$ cat src/hw/mem_cfg_pkg.sv
`default_nettype none

package mem_cfg_pkg;

    // ----------------------------------------
    // Address geometry
    // ----------------------------------------
    // Application word address
    localparam int ADDR_WID  = 8;

    // High address bits pick the bank
    localparam int BANK_BITS = 2;
    localparam int NUM_BANKS = 2 ** BANK_BITS;

    // Low address bits pick the row inside a bank
    localparam int ROW_WID   = ADDR_WID - BANK_BITS;
    localparam int ROWS      = 2 ** ROW_WID;

    // ----------------------------------------
    // Data
    // ----------------------------------------
    localparam int DATA_WID  = 16;

    // Written to every entry by the clear walk
    localparam logic [DATA_WID-1:0] RESET_VAL = 16'h0000;

endpackage : mem_cfg_pkg

`default_nettype wire

$ cat src/hw/bank_merge.sv
`timescale 1ns/1ps
`default_nettype none

module bank_merge (
    input  logic                                mem_wr_if_in,
    input  logic                                addr_reset,

    // Per-bank responses
    input  logic [mem_cfg_pkg::NUM_BANKS-1:0]   bank_wr_ack,
    input  logic [mem_cfg_pkg::NUM_BANKS-1:0]   bank_rd_valid,
    input  logic [mem_cfg_pkg::NUM_BANKS-1:0][mem_cfg_pkg::DATA_WID-1:0] bank_rd_data,
    input  logic [mem_cfg_pkg::NUM_BANKS-1:0]   bank_ready,

    // Array responses
    output logic                                wr_ack,
    output logic                                rd_valid,
    output logic [mem_cfg_pkg::DATA_WID-1:0]    rd_data,
    output logic                                ready
);
    import mem_cfg_pkg::*;

    logic [DATA_WID-1:0] rd_sel;
    logic                rd_any;

    // ----------------------------------------
    // Read data select
    // ----------------------------------------
    // AND-OR mux on the one-hot valid
    always_comb begin
        rd_sel = '0;
        for (int b = 0; b < NUM_BANKS; b++) begin
            rd_sel = rd_sel | (bank_rd_data[b] & {DATA_WID{bank_rd_valid[b]}});
        end
    end

    assign rd_any = |bank_rd_valid;

    // Output registers
    always_ff @(posedge mem_wr_if_in) begin
        if (addr_reset) begin
            wr_ack   <= 1'b0;
            rd_valid <= 1'b0;
            ready    <= 1'b0;
        end else begin
            wr_ack   <= |bank_wr_ack;
            rd_valid <= rd_any;
            // Array is ready once every bank finished its walk
            ready    <= &bank_ready;
        end
    end

    always_ff @(posedge mem_wr_if_in) begin
        if (rd_any) begin
            rd_data <= rd_sel;
        end
    end

    // ----------------------------------------
    // Checks
    // ----------------------------------------
    // One-hot dispatch must keep bank responses apart
    a_rd_valid_onehot : assert property (@(posedge mem_wr_if_in) disable iff (addr_reset)
        $onehot0(bank_rd_valid))
        else $error("bank_merge: more than one bank returned read data");

endmodule : bank_merge

`default_nettype wire

$ cat config.mk
export PLATFORM = sky130hd
export DESIGN_NAME = bank_merge
export DESIGN_NICKNAME = d
export VERILOG_FILES = /design/src/hw/mem_cfg_pkg.sv /design/src/hw/bank_merge.sv
export SDC_FILE = /design/constraint.sdc
export NUM_CORES = 1
export LEC_CHECK = 0
export ABC_AREA = 1
export BUFFER_PORTS_ARGS = -buffer_cell sky130_fd_sc_hd__buf_2
export CORE_UTILIZATION = 42
export DETAILED_ROUTE_END_ITERATION = 10
export PLACE_DENSITY = 0.85
export RECOVER_POWER = 50
export SETUP_SLACK_MARGIN = 0.05
export SLEW_MARGIN = 20
export SYNTH_ARGS = -nofsm -noshare
export SYNTH_HDL_FRONTEND = slang
export SYNTH_SLANG_ARGS = --single-unit
export TNS_END_PERCENT = 100
$ cat constraint.sdc
create_clock -name mem_wr_if_in -period 3.07 [get_ports mem_wr_if_in]
set_input_delay 0.614 -clock mem_wr_if_in [delete_from_list [all_inputs] [get_ports mem_wr_if_in]]
set_output_delay 0.614 -clock mem_wr_if_in [all_outputs]
set_load 0.02 [all_outputs]
==> flow_summary.json <==
{
  "synth_top_cell_by_area": "edfxtp_1",
  "netlist_instances": 181,
  "port_buffers": 96,
  "clock_sinks": 19,
  "final_layout_size_suffix_gt1_frac": 0.3407,
  "drtAntennaViolNets": 0,
  "syn2layout_area_growth_pct": 36.79,
  "crit_path_start_kind": "primary input",
  "start_util": 0.4415,
  "critPathLaunch": "bank_rd_valid[2]",
  "endpoint": "rd_data[7]",
  "yosysSeqAreaShare": 0.4440,
  "finalWirelength_mm": 2.867,
  "crit_arrival_ps": 1770,
  "die-area_um2": 3118,
  "antenna_found_initial": 0,
  "synth_top_area_frac": 0.3947,
  "ys_types": 12,
  "finalNonFillerCells": 304,
  "rsz0062_at_grt": "false",
  "grt_max_degree": 18,
  "max_freq_mhz": 541.4,
  "report.final.slew_viol_count": 0,
  "setup_viol": 0,
  "die_x_um": 55.84,
  "p_total_mw": 0.6041,
  "worst_slew_pin_slew_ps": 695.2,
  "syn_nets": 259,
  "cts_tree": "done",
  "worstSetupPathType": "in2reg",
  "grt_pass1_vias": 1111,
  "critPathMaxFanout": 17,
  "p_per_area_nw_per_um2": 362.7,
  "hold_buffers": 0,
  "ir_drop_mv": 0.2787,
  "antennaDiodeCount": 0,
  "tns_ps": 0,
  "slew_headroom": 0.5365,
  "core_area_um2": 2758,
  "mostFrequentLayoutCells": "nand2_1, buf_2, inv_1, edfxtp_1, clkbuf_1",
  "grt_remaining_overflow": 0,
  "finalWorstSetupSlack_ps": 1223,
  "post_cts_resized": 0,
  "end_kind": "register",
  "cp.required_ps": 2990,
  "grt_first_pass_wirelength_mm": 4.581,
  "cts_made_buffers": 3,
  "syn_avg_cell_area_um2": 6.726,
  "hold_class": "in2reg",
  "rows": 19,
  "drt-pass1-iter-count": 4,
  "clockBufferDepth": 2,
  "viasPerCell": 4.303,
  "p_leak_nw": 1.033,
  "grt_use_total": 0.1888,
  "drc": 0,
  "layout_commonest_cell": "nand2_1",
  "cts.clk_slew.worst_paths_ps": 100,
  "dp_slack_ps": 1229,
  "ys_ff_latch": 19,
  "place.gp.congestion": 0.8456,
  "post_cts_buffers": 0,
  "die-height_um": 55.84,
  "place_inst": 300,
  "dp_hpwl_mm": 2.282,
  "drt_iter0_markers": 25,
  "drv_cap": 0,
  "hold_viol": 0,
  "nets": 352,
  "status": "finished, final reports clean",
  "routedWlPerCell_um": 9.431,
  "timing.final.crit_period_ps": 1847,
  "min_period_over_period": 0.6016,
  "clockRootBuffer": "clkbuf_4",
  "vias": 1308,
  "yosysWarningCount": 0,
  "io_pins": 97,
  "synth_area_um2": 1217,
  "htree_levels": 1,
  "synth_area_leaders": "edfxtp_1, nand2_1, inv_1"
}
==> kinds of logic after synthesis <==
family,share of synthesized area
and+or+nand+nor,0.3751
buffers and inverters,0.1696
DFF,0.4440
AOI/OAI and AO/OA,0.01130
==> worst max-delay path, cell delays in order <==
cell	delay (ps)
clkbuf_1	520
nor2_2	110
nand2_1	520
==> worst min path at each step <==
stage | end | startpoint | depth (start not counted) | slack, ps
floorplan | rd_valid | addr_reset | 1 | 680
global placement | rd_valid | addr_reset | 2 | 830
detailed placement | rd_valid | addr_reset | 2 | 820
CTS | rd_valid | addr_reset | 2 | 510
global route | rd_valid | addr_reset | 2 | 490
finish | rd_valid | addr_reset | 2 | 520
==> stage by stage <==
| stage | hold slack (ps) | instance area (um2) | utilization |
|---|---|---|---|
| 2_1_floorplan | 676.4 | 1217 | - |
| 3_3_place_gp | 827.2 | 1650 | 0.5985 |
| 3_5_place_dp | 824.9 | 1650 | 0.5985 |
| 4_1_cts | 510.1 | 1677 | 0.6080 |
| 5_1_grt | 491.0 | 1665 | 0.6039 |
| 6_report | 521.4 | 1665 | 0.6039 |
==> cell usage after synthesis (all sizes together) <==
library cell  number
dfxtp              3
a21oi              2
inv               32
buf                8
nor3               1
nand2            115
edfxtp            16
nor2               4
==> flip-flops by register name, summed over array words and instances, names as in the netlist <==
signal    cells
ready         1
rd_data      16
wr_ack        1
rd_valid      1
==> where the power goes <==
part	switching, mW	internal [mW]	total [mW]
clock	0.0665	0.0504	0.117
combinational	0.101	0.0720	0.173
sequential	0.00669	0.308	0.314
total	0.174	0.430	0.604
==> per-layer routing <==
metal  track usage  vias up  part of all wire
met1        0.2259      533              0.41
met2        0.3305       64              0.48
li1              -      709                 -
met3       0.04884        2             0.095
met4       0.06272        0            0.0094
met5             0        -                 0
==> final cells by class <==
| cell class | instances | area, um2 |
|---|---|---|
| Timing Repair Buffer | 96 | 469.2 |
| Tap cell | 31 | 38.79 |
| Fill cell | 293 | 1092 |
| Inverter | 32 | 120.1 |
| Sequential cell | 19 | 540.5 |
| Clock buffer | 4 | 26.28 |
| Multi-Input combinational cell | 122 | 470.5 |
Note: power is estimated with default switching activity, not from simulation.
