--- src/hw/mem_cfg_pkg.sv ---
`default_nettype none

package mem_cfg_pkg;

    // ----------------------------------------
    // Address geometry
    // ----------------------------------------
    // Application word address
    localparam int ADDR_WID  = 8;

    // High address bits pick the bank
    localparam int BANK_BITS = 2;
    localparam int NUM_BANKS = 2 ** BANK_BITS;

    // Low address bits pick the row inside a bank
    localparam int ROW_WID   = ADDR_WID - BANK_BITS;
    localparam int ROWS      = 2 ** ROW_WID;

    // ----------------------------------------
    // Data
    // ----------------------------------------
    localparam int DATA_WID  = 16;

    // Written to every entry by the clear walk
    localparam logic [DATA_WID-1:0] RESET_VAL = 16'h0000;

endpackage : mem_cfg_pkg

`default_nettype wire

--- src/hw/bank_dispatch.sv ---
`timescale 1ns/1ps
`default_nettype none

module bank_dispatch (
    input  logic                                mem_wr_if_in,
    input  logic                                addr_reset,

    // Application requests
    input  logic                                wr_req,
    input  logic [mem_cfg_pkg::ADDR_WID-1:0]    wr_addr,
    input  logic [mem_cfg_pkg::DATA_WID-1:0]    wr_data,
    input  logic                                rd_req,
    input  logic [mem_cfg_pkg::ADDR_WID-1:0]    rd_addr,

    // Per-bank strobes and shared buses
    output logic [mem_cfg_pkg::NUM_BANKS-1:0]   bank_wr_req,
    output logic [mem_cfg_pkg::NUM_BANKS-1:0]   bank_rd_req,
    output logic [mem_cfg_pkg::ROW_WID-1:0]     row_wr,
    output logic [mem_cfg_pkg::DATA_WID-1:0]    data_wr,
    output logic [mem_cfg_pkg::ROW_WID-1:0]     row_rd
);
    import mem_cfg_pkg::*;

    logic [BANK_BITS-1:0] wr_bank;
    logic [BANK_BITS-1:0] rd_bank;

    // One-hot bank select from the bank field
    function automatic logic [NUM_BANKS-1:0] bank_sel(input logic [BANK_BITS-1:0] bank);
        logic [NUM_BANKS-1:0] sel;
        sel       = '0;
        sel[bank] = 1'b1;
        return sel;
    endfunction

    // ----------------------------------------
    // Address split
    // ----------------------------------------
    assign wr_bank = wr_addr[ADDR_WID-1 -: BANK_BITS];
    assign rd_bank = rd_addr[ADDR_WID-1 -: BANK_BITS];

    // Strobes, one bank at most per direction
    always_ff @(posedge mem_wr_if_in) begin
        if (addr_reset) begin
            bank_wr_req <= '0;
            bank_rd_req <= '0;
        end else begin
            bank_wr_req <= wr_req ? bank_sel(wr_bank) : '0;
            bank_rd_req <= rd_req ? bank_sel(rd_bank) : '0;
        end
    end

    // Row and data go to every bank, only the strobe differs
    always_ff @(posedge mem_wr_if_in) begin
        if (wr_req) begin
            row_wr  <= wr_addr[ROW_WID-1:0];
            data_wr <= wr_data;
        end
        if (rd_req) begin
            row_rd <= rd_addr[ROW_WID-1:0];
        end
    end

    // ----------------------------------------
    // Checks
    // ----------------------------------------
    // A request never reaches two banks at once
    a_strobe_onehot : assert property (@(posedge mem_wr_if_in) disable iff (addr_reset)
        $onehot0(bank_wr_req) && $onehot0(bank_rd_req))
        else $error("bank_dispatch: strobe vector not one-hot");

endmodule : bank_dispatch

`default_nettype wire

--- config.mk ---
export PLATFORM = sky130hd
export DESIGN_NAME = bank_dispatch
export DESIGN_NICKNAME = d
export VERILOG_FILES = /design/src/hw/mem_cfg_pkg.sv /design/src/hw/bank_dispatch.sv
export SDC_FILE = /design/constraint.sdc
export NUM_CORES = 1
export LEC_CHECK = 0
export ABC_CLOCK_PERIOD_IN_PS = 800
export BUFFER_PORTS_ARGS = -buffer_cell sky130_fd_sc_hd__buf_2
export CORE_MARGIN = 4
export CORE_UTILIZATION = 42
export CTS_BUF_LIST = sky130_fd_sc_hd__clkbuf_2
export CTS_CLUSTER_SIZE = 16
export DETAILED_ROUTE_END_ITERATION = 10
export PLACE_DENSITY = 0.8
export SLEW_MARGIN = 30
export SYNTH_ARGS = -nofsm -noshare
export SYNTH_HDL_FRONTEND = slang
export SYNTH_SLANG_ARGS = --single-unit
--- constraint.sdc ---
create_clock -name mem_wr_if_in -period 0.8 [get_ports mem_wr_if_in]
set_input_delay 0.16 -clock mem_wr_if_in [delete_from_list [all_inputs] [get_ports mem_wr_if_in]]
set_output_delay 0.16 -clock mem_wr_if_in [all_outputs]
set_load 0.01 [all_outputs]
==> qor.json <==
{
  "routing": {
    "route.detailed.vias_per_inst": 4.63,
    "routedWlPerCell_um": 16.8,
    "ant_nets": 0,
    "drt-total-wl_um": 3070,
    "drtPass1Iterations": 2,
    "remaining_drc_errors": 0,
    "vias_post_dr": 847,
    "dr.first_iter.drc_count": 19
  },
  "layout": {
    "layout.cells.non_filler": 183,
    "final.fill_count": 151,
    "layout-drive-gt1-share": 0.562,
    "layout.nets": 189,
    "fin_area_sq_mm": 0.00186,
    "number_of_antenna_repair_diodes": 0,
    "syn_to_final_growth_pct": 70.7
  },
  "power": {
    "largest_voltage_drop_on_the_vdd_net_uv": 1530,
    "power.density_mw_per_mm2": 1810,
    "leakage_nw": 0.825
  },
  "synth": {
    "synth_compound_area_frac": 0,
    "synth_adder_area_share": 0,
    "yosys_warnings": 0,
    "part_of_the_yosys_area_used_for_sequential_elements": 0.920,
    "syn_avg_cell_area_sq_um": 24.7,
    "synth_edf_count": 28,
    "yosys-mux-area-fraction": 0,
    "unique_cell_type_count_in_the_yosys_netlist": 5,
    "ys_top_cells_by_area": "sky130_fd_sc_hd__edfxtp_1 77%, sky130_fd_sc_hd__dfxtp_1 15%, sky130_fd_sc_hd__and4bb_2 4.6%, sky130_fd_sc_hd__and4b_1 1.8%, sky130_fd_sc_hd__nor4b_1 1.6%",
    "synthXorXnorAreaFrac": 0,
    "synth.cells.most_frequent": "28 x sky130_fd_sc_hd__edfxtp_1, 8 x sky130_fd_sc_hd__dfxtp_1, 4 x sky130_fd_sc_hd__and4bb_2",
    "synth_simple_gate_area_share": 0.0805,
    "yosys.cell_count.top_type": "sky130_fd_sc_hd__edfxtp_1",
    "postSynthRegisterBits": 36,
    "synthesis.instances": 44,
    "dominant_combinational_cell_family_by_area_after_synthesis": "simple AND/OR/NAND/NOR gates",
    "synthDominantAreaCellType": "sky130_fd_sc_hd__edfxtp_1",
    "syn-cell-area_sq_mm": 0.00109,
    "synth.top_cell.area_share": 0.772,
    "synth_async_sr_flop_share": 0,
    "mappedNetlistNets": 80,
    "ys_dominant_reg_cell": "sky130_fd_sc_hd__edfxtp_1"
  },
  "timing": {
    "fin_ws_ns": -0.316,
    "max_slew.worst_pin.slew_ns": 0.238,
    "final-hold-violation-count": 1,
    "achievable-frequency_mhz": 896,
    "final-setup-viol-count": 36,
    "final.period_utilization": 1.39,
    "worst_hold_slack_ns": -0.0186,
    "timing.final.max_slew_violations": 0,
    "timing.final.crit_period_ns": 1.12,
    "slew_headroom": 0.839,
    "setup_repair_after_global_routing_missed_its_margin": "yes"
  },
  "cts": {
    "tritoncts": "done",
    "htree_num_levels": 2,
    "clock_sink_count": 36,
    "cts.hold.buffers_added": 28,
    "clk_pin_slew_ns": 0.17,
    "post_cts_setup_buffers": 0,
    "clock-root-buffer": "sky130_fd_sc_hd__clkbuf_2",
    "cts-buffers-inserted": 5,
    "cts.path.max_buffers": 2
  },
  "status": {
    "violations": "negative hold slack, negative setup slack",
    "status": "complete, but fails checks"
  },
  "setup_path": {
    "timing.critical_path.arrival_ns": 0.96,
    "required_ns": 0.64,
    "slowest_delay_ns": 0.44,
    "start_kind": "register",
    "path_delay_family": "flip-flops",
    "critical_path.endpoint_type": "output port",
    "series_of_cell_instances_along_the_critical_path": "buf_2",
    "critPathSlowestCell": "sky130_fd_sc_hd__edfxtp_1",
    "critical_path_peak_fanout": 1,
    "critPathBufInv": 1,
    "launch_point_of_the_worst_path": "data_wr[1]",
    "path_class": "register to output port"
  },
  "min_path": {
    "worst_hold_path_type": "input pin to register",
    "worstHoldStart": "wr_addr[7]"
  },
  "grt": {
    "wire_length_of_the_first_global_routing_pass_um": 4410,
    "gr-usage-all-layers": 0.187,
    "grt_start_max_net_pins": 14,
    "grt_antenna_before_repair": 0,
    "grt_pass1_vias": 869,
    "global_route_congestion_overflow_total": 0
  },
  "floorplan": {
    "start_util": 0.439,
    "die-width_um": 58.9,
    "fp.coreArea_sq_mm": 0.00248,
    "fp.dieH_um": 58.9,
    "rows": 18,
    "floorplan.io_pins": 72,
    "dieArea_sq_mm": 0.00347
  },
  "placed_design": {
    "dpl-instance-area_sq_mm": 0.00152,
    "portbufs": 71,
    "routabilityCongestion": 0.660,
    "place_hpwl_um": 1740,
    "place.detailed.instances": 148
  },
  "flow_run": {
    "max_cap_violations": 0
  }
}
==> layout make-up <==
cell class	instances	area (sq um)	share of cell area
multi-input cells	8	87.6	0.0471
clock buffers	5	25.0	0.0135
flip-flops and latches	36	1000	0.541
well taps	30	37.5	0.0202
clock inverters	2	7.51	0.00404
repair buffers	102	696	0.374
==> cell families after synthesis <==
| group | after synthesis |
|---|---|
| simple gates | 8 |
| flops | 36 |
==> state kept, by name, summed over array words and instances (netlist names) <==
signal and flops:
row_rd 6, data_wr 16, row_wr 6, bank_rd_req 4
bank_wr_req 4
==> layout by cell type, fill, tap and decap left out, types with 3 or more instances in the layout <==
| master | count |
|---|---|
| sky130_fd_sc_hd__dfxtp_2 | 3 |
| sky130_fd_sc_hd__and4bb_2 | 4 |
| sky130_fd_sc_hd__dfxtp_1 | 5 |
| sky130_fd_sc_hd__buf_2 | 67 |
| sky130_fd_sc_hd__buf_6 | 4 |
| sky130_fd_sc_hd__dlygate4sd3_1 | 28 |
| sky130_fd_sc_hd__clkbuf_2 | 5 |
| sky130_fd_sc_hd__edfxtp_1 | 28 |
==> per-stage QoR <==
stage / hold WS [ns] / worst slack (ns) / utilization / power [W] / setup TNS [ns]
2_1_floorplan: 0.236 / 0.246 / - / 0.00231 / 0
3_3_place_gp: 0.338 / 0.0201 / 0.612 / 0.00255 / 0
3_5_place_dp: 0.338 / 0.00775 / 0.612 / 0.00257 / 0
4_1_cts: -0.0481 / -0.303 / 0.741 / 0.00336 / -9.16
5_1_grt: -0.0391 / -0.368 / 0.750 / 0.00351 / -10.58
6_report: -0.0186 / -0.316 / 0.750 / 0.00337 / -8.43
==> where the power goes <==
group / switching (W) / internal, W / total (W)
logic: 0.000205 / 0.000266 / 0.000471
registers: 0.0000343 / 0.00215 / 0.00218
clock network: 0.000530 / 0.000180 / 0.000710
==> final timing paths <==
kind / cells past startpoint / end
worst min-delay path: 2 / bank_wr_req[0]
worst max-delay path: 1 / data_wr[1]
==> layer usage <==
layer | track usage | vias up | part of all wire | wire, um
li1 | - | 393 | - | -
met1 | 0.180 | 399 | 0.33 | 1010
met2 | 0.347 | 49 | 0.56 | 1710
met3 | 0.0526 | 6 | 0.090 | 277
met4 | 0.113 | 0 | 0.022 | 68
met5 | 0 | - | 0 | 0
==> what timing repair did <==
action / CTS / global route
endpoints found under the hold margin: 30 / 2
cloned: 0 / 0
endpoints found under the setup margin: 36 / 36
gates resized for setup: 2 / 5
(Power assumes the default switching activity.)
