===== src/hw/mem_cfg_pkg.sv =====
`default_nettype none

package mem_cfg_pkg;

    // ----------------------------------------
    // Address geometry
    // ----------------------------------------
    // Application word address
    localparam int ADDR_WID  = 8;

    // High address bits pick the bank
    localparam int BANK_BITS = 2;
    localparam int NUM_BANKS = 2 ** BANK_BITS;

    // Low address bits pick the row inside a bank
    localparam int ROW_WID   = ADDR_WID - BANK_BITS;
    localparam int ROWS      = 2 ** ROW_WID;

    // ----------------------------------------
    // Data
    // ----------------------------------------
    localparam int DATA_WID  = 16;

    // Written to every entry by the clear walk
    localparam logic [DATA_WID-1:0] RESET_VAL = 16'h0000;

endpackage : mem_cfg_pkg

`default_nettype wire


===== src/hw/mem_ctrl_pkg.sv =====
`default_nettype none

package mem_ctrl_pkg;

    // ----------------------------------------
    // Write path pipelining
    // ----------------------------------------
    // TIMING registers the write path after the init mux,
    // LATENCY leaves it combinational
    typedef enum logic {
        OPT_MODE_TIMING,
        OPT_MODE_LATENCY
    } opt_mode_t;

    // ----------------------------------------
    // Per-bank init sequence
    // ----------------------------------------
    // RESET       wait for storage ready
    // CLEAR       walk all rows writing the reset value
    // CLEAR_DONE  let the last clear acks drain
    // INIT_DONE   bank open for application traffic
    typedef enum logic [1:0] {
        RESET,
        CLEAR,
        CLEAR_DONE,
        INIT_DONE
    } init_state_t;

endpackage : mem_ctrl_pkg

`default_nettype wire


===== src/hw/mem_bank.sv =====
`timescale 1ns/1ps
`default_nettype none

module mem_bank #(
    parameter mem_ctrl_pkg::opt_mode_t OPT_MODE = mem_ctrl_pkg::OPT_MODE_TIMING
) (
    input  logic                                mem_wr_if_in,
    input  logic                                addr_reset,
    input  logic                                wr_req,
    input  logic                                rd_req,
    input  logic [mem_cfg_pkg::ROW_WID-1:0]     row_wr,
    input  logic [mem_cfg_pkg::DATA_WID-1:0]    data_wr,
    input  logic [mem_cfg_pkg::ROW_WID-1:0]     row_rd,
    output logic                                wr_ack,
    output logic                                rd_valid,
    output logic [mem_cfg_pkg::DATA_WID-1:0]    rd_data,
    output logic                                bank_ready
);
    import mem_cfg_pkg::*;
    import mem_ctrl_pkg::*;

    logic                 wr_req_q;
    logic [ROW_WID-1:0]   row_wr_q;
    logic [DATA_WID-1:0]  data_wr_q;

    logic                 ram_rdy;
    logic                 ram_ack;
    logic                 ram_wr_en;
    logic [ROW_WID-1:0]   ram_row;
    logic [DATA_WID-1:0]  ram_data;
    logic [DATA_WID-1:0]  mem [ROWS];
    logic [DATA_WID-1:0]  ram_q;
    logic                 rd_pend;

    // Write staging ahead of the init mux
    always_ff @(posedge mem_wr_if_in) begin
        if (addr_reset) begin
            wr_req_q <= 1'b0;
        end else begin
            wr_req_q <= wr_req;
        end
    end

    always_ff @(posedge mem_wr_if_in) begin
        if (wr_req) begin
            row_wr_q  <= row_wr;
            data_wr_q <= data_wr;
        end
    end

    mem_reset_fsm #(
        .OPT_MODE   (OPT_MODE)
    ) mem_reset_fsm_inst (
        .mem_wr_if_in   (mem_wr_if_in),
        .addr_reset     (addr_reset),
        .app_wr_req     (wr_req_q),
        .app_row        (row_wr_q),
        .app_data       (data_wr_q),
        .app_wr_ack     (wr_ack),
        .bank_ready     (bank_ready),
        .ram_rdy        (ram_rdy),
        .ram_ack        (ram_ack),
        .ram_wr_en      (ram_wr_en),
        .ram_row        (ram_row),
        .ram_data       (ram_data)
    );

    // ----------------------------------------
    // Storage
    // ----------------------------------------
    always_ff @(posedge mem_wr_if_in) begin
        if (addr_reset) begin
            ram_rdy <= 1'b0;
            ram_ack <= 1'b0;
        end else begin
            ram_rdy <= 1'b1;
            ram_ack <= ram_wr_en;
        end
    end

    // Read-first, so a same-edge write is not seen
    always_ff @(posedge mem_wr_if_in) begin
        if (ram_wr_en) begin
            mem[ram_row] <= ram_data;
        end
        if (rd_req) begin
            ram_q <= mem[row_rd];
        end
    end

    // Reads taken before init are dropped here
    always_ff @(posedge mem_wr_if_in) begin
        if (addr_reset) begin
            rd_pend  <= 1'b0;
            rd_valid <= 1'b0;
        end else begin
            rd_pend  <= rd_req & bank_ready;
            rd_valid <= rd_pend;
        end
    end

    always_ff @(posedge mem_wr_if_in) begin
        if (rd_pend) begin
            rd_data <= ram_q;
        end
    end

    // Storage writes only from the clear walk or after init
    a_wr_when_rdy : assert property (@(posedge mem_wr_if_in) disable iff (addr_reset)
        ram_wr_en |-> ram_rdy &&
            (bank_ready || mem_reset_fsm_inst.state inside {CLEAR, CLEAR_DONE}))
        else $error("mem_bank: storage written outside clear walk or before ready");

endmodule : mem_bank

`default_nettype wire


===== src/hw/mem_reset_fsm.sv =====
`timescale 1ns/1ps
`default_nettype none

module mem_reset_fsm #(
    parameter mem_ctrl_pkg::opt_mode_t OPT_MODE = mem_ctrl_pkg::OPT_MODE_TIMING
) (
    input  logic                                mem_wr_if_in,
    input  logic                                addr_reset,

    // Application write side
    input  logic                                app_wr_req,
    input  logic [mem_cfg_pkg::ROW_WID-1:0]     app_row,
    input  logic [mem_cfg_pkg::DATA_WID-1:0]    app_data,
    output logic                                app_wr_ack,
    output logic                                bank_ready,

    // Storage side
    input  logic                                ram_rdy,
    input  logic                                ram_ack,
    output logic                                ram_wr_en,
    output logic [mem_cfg_pkg::ROW_WID-1:0]     ram_row,
    output logic [mem_cfg_pkg::DATA_WID-1:0]    ram_data
);
    import mem_cfg_pkg::*;
    import mem_ctrl_pkg::*;

    init_state_t          state;
    init_state_t          state_nxt;
    logic                 row_clr;
    logic [ROW_WID-1:0]   clr_row;
    logic                 init_done;

    // ----------------------------------------
    // Init sequence
    // ----------------------------------------
    always_ff @(posedge mem_wr_if_in) begin
        if (addr_reset) begin
            state <= RESET;
        end else begin
            state <= state_nxt;
        end
    end

    always_comb begin
        state_nxt = state;
        row_clr   = 1'b1;
        init_done = 1'b0;
        case (state)
            RESET: begin
                if (ram_rdy) begin
                    state_nxt = CLEAR;
                end
            end
            CLEAR: begin
                row_clr = 1'b0;
                if (clr_row == ROW_WID'(ROWS - 1)) begin
                    state_nxt = CLEAR_DONE;
                end
            end
            CLEAR_DONE: begin
                // Acks of the clear writes must not leak out
                if (!ram_ack) begin
                    state_nxt = INIT_DONE;
                end
            end
            INIT_DONE: begin
                init_done = 1'b1;
            end
            default: begin
                state_nxt = RESET;
            end
        endcase
    end

    // Row walk, held at zero outside CLEAR
    always_ff @(posedge mem_wr_if_in) begin
        if (row_clr) begin
            clr_row <= '0;
        end else begin
            clr_row <= clr_row + 1'b1;
        end
    end

    always_ff @(posedge mem_wr_if_in) begin
        if (addr_reset) begin
            bank_ready <= 1'b0;
        end else begin
            bank_ready <= init_done;
        end
    end

    // Only writes issued after init are acknowledged
    assign app_wr_ack = bank_ready ? ram_ack : 1'b0;

    // ----------------------------------------
    // Write path mux
    // ----------------------------------------
    generate
        if (OPT_MODE == OPT_MODE_TIMING) begin : g_wr_pipe
            always_ff @(posedge mem_wr_if_in) begin
                if (addr_reset) begin
                    ram_wr_en <= 1'b0;
                end else begin
                    ram_wr_en <= bank_ready ? app_wr_req : (state == CLEAR);
                end
            end

            always_ff @(posedge mem_wr_if_in) begin
                ram_row  <= bank_ready ? app_row : clr_row;
                ram_data <= bank_ready ? app_data : RESET_VAL;
            end
        end : g_wr_pipe
        else begin : g_wr_comb
            assign ram_wr_en = bank_ready ? app_wr_req : (state == CLEAR);
            assign ram_row   = bank_ready ? app_row : clr_row;
            assign ram_data  = bank_ready ? app_data : RESET_VAL;
        end : g_wr_comb
    endgenerate

    // Every acked write entered the path after init
    a_ack_after_ready : assert property (@(posedge mem_wr_if_in) disable iff (addr_reset)
        app_wr_ack |-> $past(bank_ready))
        else $error("mem_reset_fsm: write ack while bank not ready");

endmodule : mem_reset_fsm

`default_nettype wire


===== config.mk =====
export PLATFORM = sky130hd
export DESIGN_NAME = mem_bank
export DESIGN_NICKNAME = d
export VERILOG_FILES = /design/src/hw/mem_cfg_pkg.sv /design/src/hw/mem_ctrl_pkg.sv /design/src/hw/mem_bank.sv /design/src/hw/mem_reset_fsm.sv
export SDC_FILE = /design/constraint.sdc
export NUM_CORES = 1
export LEC_CHECK = 0
export ABC_AREA = 1
export BUFFER_PORTS_ARGS = -buffer_cell sky130_fd_sc_hd__buf_2
export CAP_MARGIN = 0
export CORE_MARGIN = 10
export CORE_UTILIZATION = 45
export DETAILED_ROUTE_END_ITERATION = 12
export SYNTH_ARGS = -nofsm -noshare
export SYNTH_HDL_FRONTEND = slang
export SYNTH_SLANG_ARGS = --single-unit

===== constraint.sdc =====
create_clock -name mem_wr_if_in -period 3.5 [get_ports mem_wr_if_in]
set_clock_uncertainty 0.2 [all_clocks]
set_input_delay 0 -clock mem_wr_if_in [delete_from_list [all_inputs] [get_ports mem_wr_if_in]]
set_output_delay 0 -clock mem_wr_if_in [all_outputs]
set_load 0.05 [all_outputs]

==> run summary <==
Total track usage: 20.90%
Port Buffers: 50
Minimum clock period: 2967 ps
CTS tree: yes
Worst r2r src: mem[43][15]$_DFFE_PP_
M1 wire length: 51.21 mm
Worst r2r path cells: 10
DRT iter0 DRCs: 3075
H-tree depth: 3
Crit Path Class: in2reg
Sequential Power Share: 52.7%
Status: finished, final reports clean
CTS root buffer: clkbuf_16
VDD IR max: 0.3808 mV
Post-Place Cells: 4931
Distinct cells, synth: 21
Clock buffers created by TritonCTS: 113
Fillers: 8403
Total core area: 98420 um2
Peak Freq: 337.1 MHz
Setup bufs post-CTS: 0
Largest net degree at the start of global routing: 136
Die height: 334.9 um
Most frequent cells in the layout: nand2_1, edfxtp_1, nand3_1
DR pass1 iterations: 6
PostCTS Resize Cnt: 0
Cell internal pwr: 0.02211 W
Vias in the first global route: 26793
Wire length on met3: 9.542 mm
Vias/cell: 5.545
Multi-input combinational cell area: 9932 um2
CP Buf/Inv Count: 5
Finished Layout Cells: 5201
Sw power: 0.006552 W
# rows: 115
Required @ worst endpoint: 3860 ps
Worst Setup SP: row_rd[0]
Setup TNS: 0 ps
Yosys top cell area share: 72.56%
Share of cells above drive strength 1: 9.286%
WP data arrival: 3330 ps
Net Count, Synth: 3730
Post-layout util: 51.36%
Slew margin rel.: 4.728%
Power Density: 567.0 nW/um2
Critical Path End Type: flip-flop
Initial antenna violation count: 3
Crit path to: ram_q[15]$_DFFE_PP_
Metal2 WL: 55.30 mm
Crit Reg-Reg Endpoint: ram_q[15]$_DFFE_PP_
Worst path slowest cell: dlygate4sd3_1
Final Max Tran Viols: 0
Crit path cell chain: buf_8 > inv_16 > buf_4 > nand2_1 > nand3_1 > nand3_1 > nand2_1 > nand2_1 > nand3_1 > nand3_1 > dlygate4sd3_1 > nand2_1 > dlygate4sd3_1
Clock Sink Count: 1115
Setup violators final: 0
Placed wire-length estimate: 67.69 mm
Clock Latency Late Sink: 700 ps
Mean routed wirelength per cell: 23.04 um
Yosys reg bits: 1115
Worst path top cell family by delay: buffers and inverters
First-pass GRT wire length: 177.0 mm
Crit path largest cell delay: 570 ps
Routability cong.: 0.8410
Worst-path fanout max: 135
Reg2reg setup slack: 640 ps
RSZ-0062 raised after global routing: no
Top sig layer: met5
Share of power burned in combinational logic: 6.2%
Switch share: 22.86%
Nets: 3851
Syn Area/Cell: 12.08 um2
Clk network pwr share: 41.1%
Pwr Total: 0.02866 W
Slew @ Worst Pin: 1427 ps
Routed Antenna Nets: 0
Static Leak: 18.52 nW
Final WL: 119.8 mm
CP Depth: 13
Io pins: 51
Seq/Total Area, Yosys: 74.22%
Synth warn: 0
Fin area: 50550 um2
Area post-placement: 46390 um2
CTS clk-pin slew, worst paths: 60 ps
Max Cap Viol: 0
Synth Instances: 3692
Initial core utilization: 45.33%
Via Count: 28838
Ranking of synthesized cells by area: edfxtp_1, nand2_1, nand3_1
Final cycle utilization of the critical path: 84.77%
Synth Cell Area: 44610 um2
Layout area overhead: 13.31%
Maximum buffer depth of the clock tree: 3
Commonest non-fill, non-tap cell in the layout: nand2_1
Yosys top cell by area: edfxtp_1
Worst setup SP type: primary input
Reg area: 33140 um2
Hold crit path type: in2reg
Congestion Overflow GR: 0
DRC: 0
Die area: 112100 um2
Fin. Hold Viols: 0
Die width: 334.9 um
[layout make-up]
type | count | area share [%]
diodes | 5 | 0.02475
clock buffers | 152 | 5.988
clock inverters | 59 | 1.141
inverters | 45 | 0.3861
multi-input cells | 2304 | 19.65
flip-flops and latches | 1115 | 65.57
well taps | 1287 | 3.186
repair buffers | 234 | 4.060
[worst min path at each step]
stage                      from                 endpoint  slack [ps]  depth (start not counted)
CTS                   row_rd[1]      ram_q[14]$_DFFE_PP_          20                          8
global route          row_rd[1]      ram_q[14]$_DFFE_PP_         130                          8
detailed placement  data_wr[14]  data_wr_q[14]$_DFFE_PP_         -20                          1
global placement     data_wr[5]   data_wr_q[5]$_DFFE_PP_         -20                          1
finish                row_rd[1]      ram_q[14]$_DFFE_PP_          30                          8
floorplan            addr_reset      wr_req_q$_SDFF_PP0_        -130                          1
[metal layers]
metal,up-vias,GRT usage (%)
li1,13220,-
met1,14210,30.03
met2,1217,32.08
met3,189,3.512
met4,2,7.000
met5,-,0
[kinds of logic (layout without fill, tap and decap cells)]
family	after synthesis	after routing	share of synthesized area, %
and+or+nand+nor	2280	2280	21.73
adders and majority gates	6	6	0.1683
muxes	3	3	0.07572
other	0	5	0
AOI/OAI and AO/OA	15	15	0.1739
buffers and inverters	273	490	3.626
DFF	1115	1115	74.22
[synthesized netlist by cell type]
master / number
nand2_1: 1321
buf_1: 20
mux2_2: 3
nor2_1: 67
inv_8: 1
inv_2: 2
buf_4: 19
inv_1: 42
buf_6: 50
ha_1: 6
clkbuf_1: 28
edfxtp_1: 1078
a21oi_1: 6
dfxtp_1: 37
o21ai_0: 8
a211oi_1: 1
buf_2: 111
nand3_1: 873
nor4_1: 8
nand4_1: 9
nor3_1: 2
[stage by stage]
| stage | setup slack, ps | hold slack [ps] |
|---|---|---|
| global placement | 894.6 | -23.54 |
| global route | 483.5 | 130.5 |
| finish | 533.2 | 34.76 |
| CTS | 676.4 | 17.68 |
| floorplan | 430.2 | -128.8 |
| detailed placement | 885.8 | -21.87 |
[power groups by stage]
stage	sequential, W	combinational [W]	clock [W]
after global placement	0.0154	0.00170	0
after global routing	0.0151	0.00194	0.0125
after detailed placement	0.0154	0.00171	0
final	0.0151	0.00178	0.0118
after CTS	0.0151	0.00176	0.0119
after floorplan	0.0153	0.00108	0
[worst min-delay path: cells and delay by family]
kind | cells | cell delay (ps)
buf+inv | 1 | 220
simple gates | 7 | 560
[state kept, by name, summed over array words and instances, names as in the netlist]
signal                         count
rd_data                           16
ram_ack                            1
rd_pend                            1
row_wr_q                           6
ram_rdy                            1
mem_reset_fsm_inst.state           2
wr_req_q                           1
rd_valid                           1
mem_reset_fsm_inst.ram_data       16
mem_reset_fsm_inst.ram_row         6
mem_reset_fsm_inst.bank_ready      1
ram_q                             16
data_wr_q                         16
mem_reset_fsm_inst.clr_row         6
mem_reset_fsm_inst.ram_wr_en       1
mem                             1024
[what timing repair did]
item	CTS	global route
setup endpoints to repair	0	0
hold endpoints to repair	85	0
hold buffers	54	0
(Power assumes the default switching activity.)
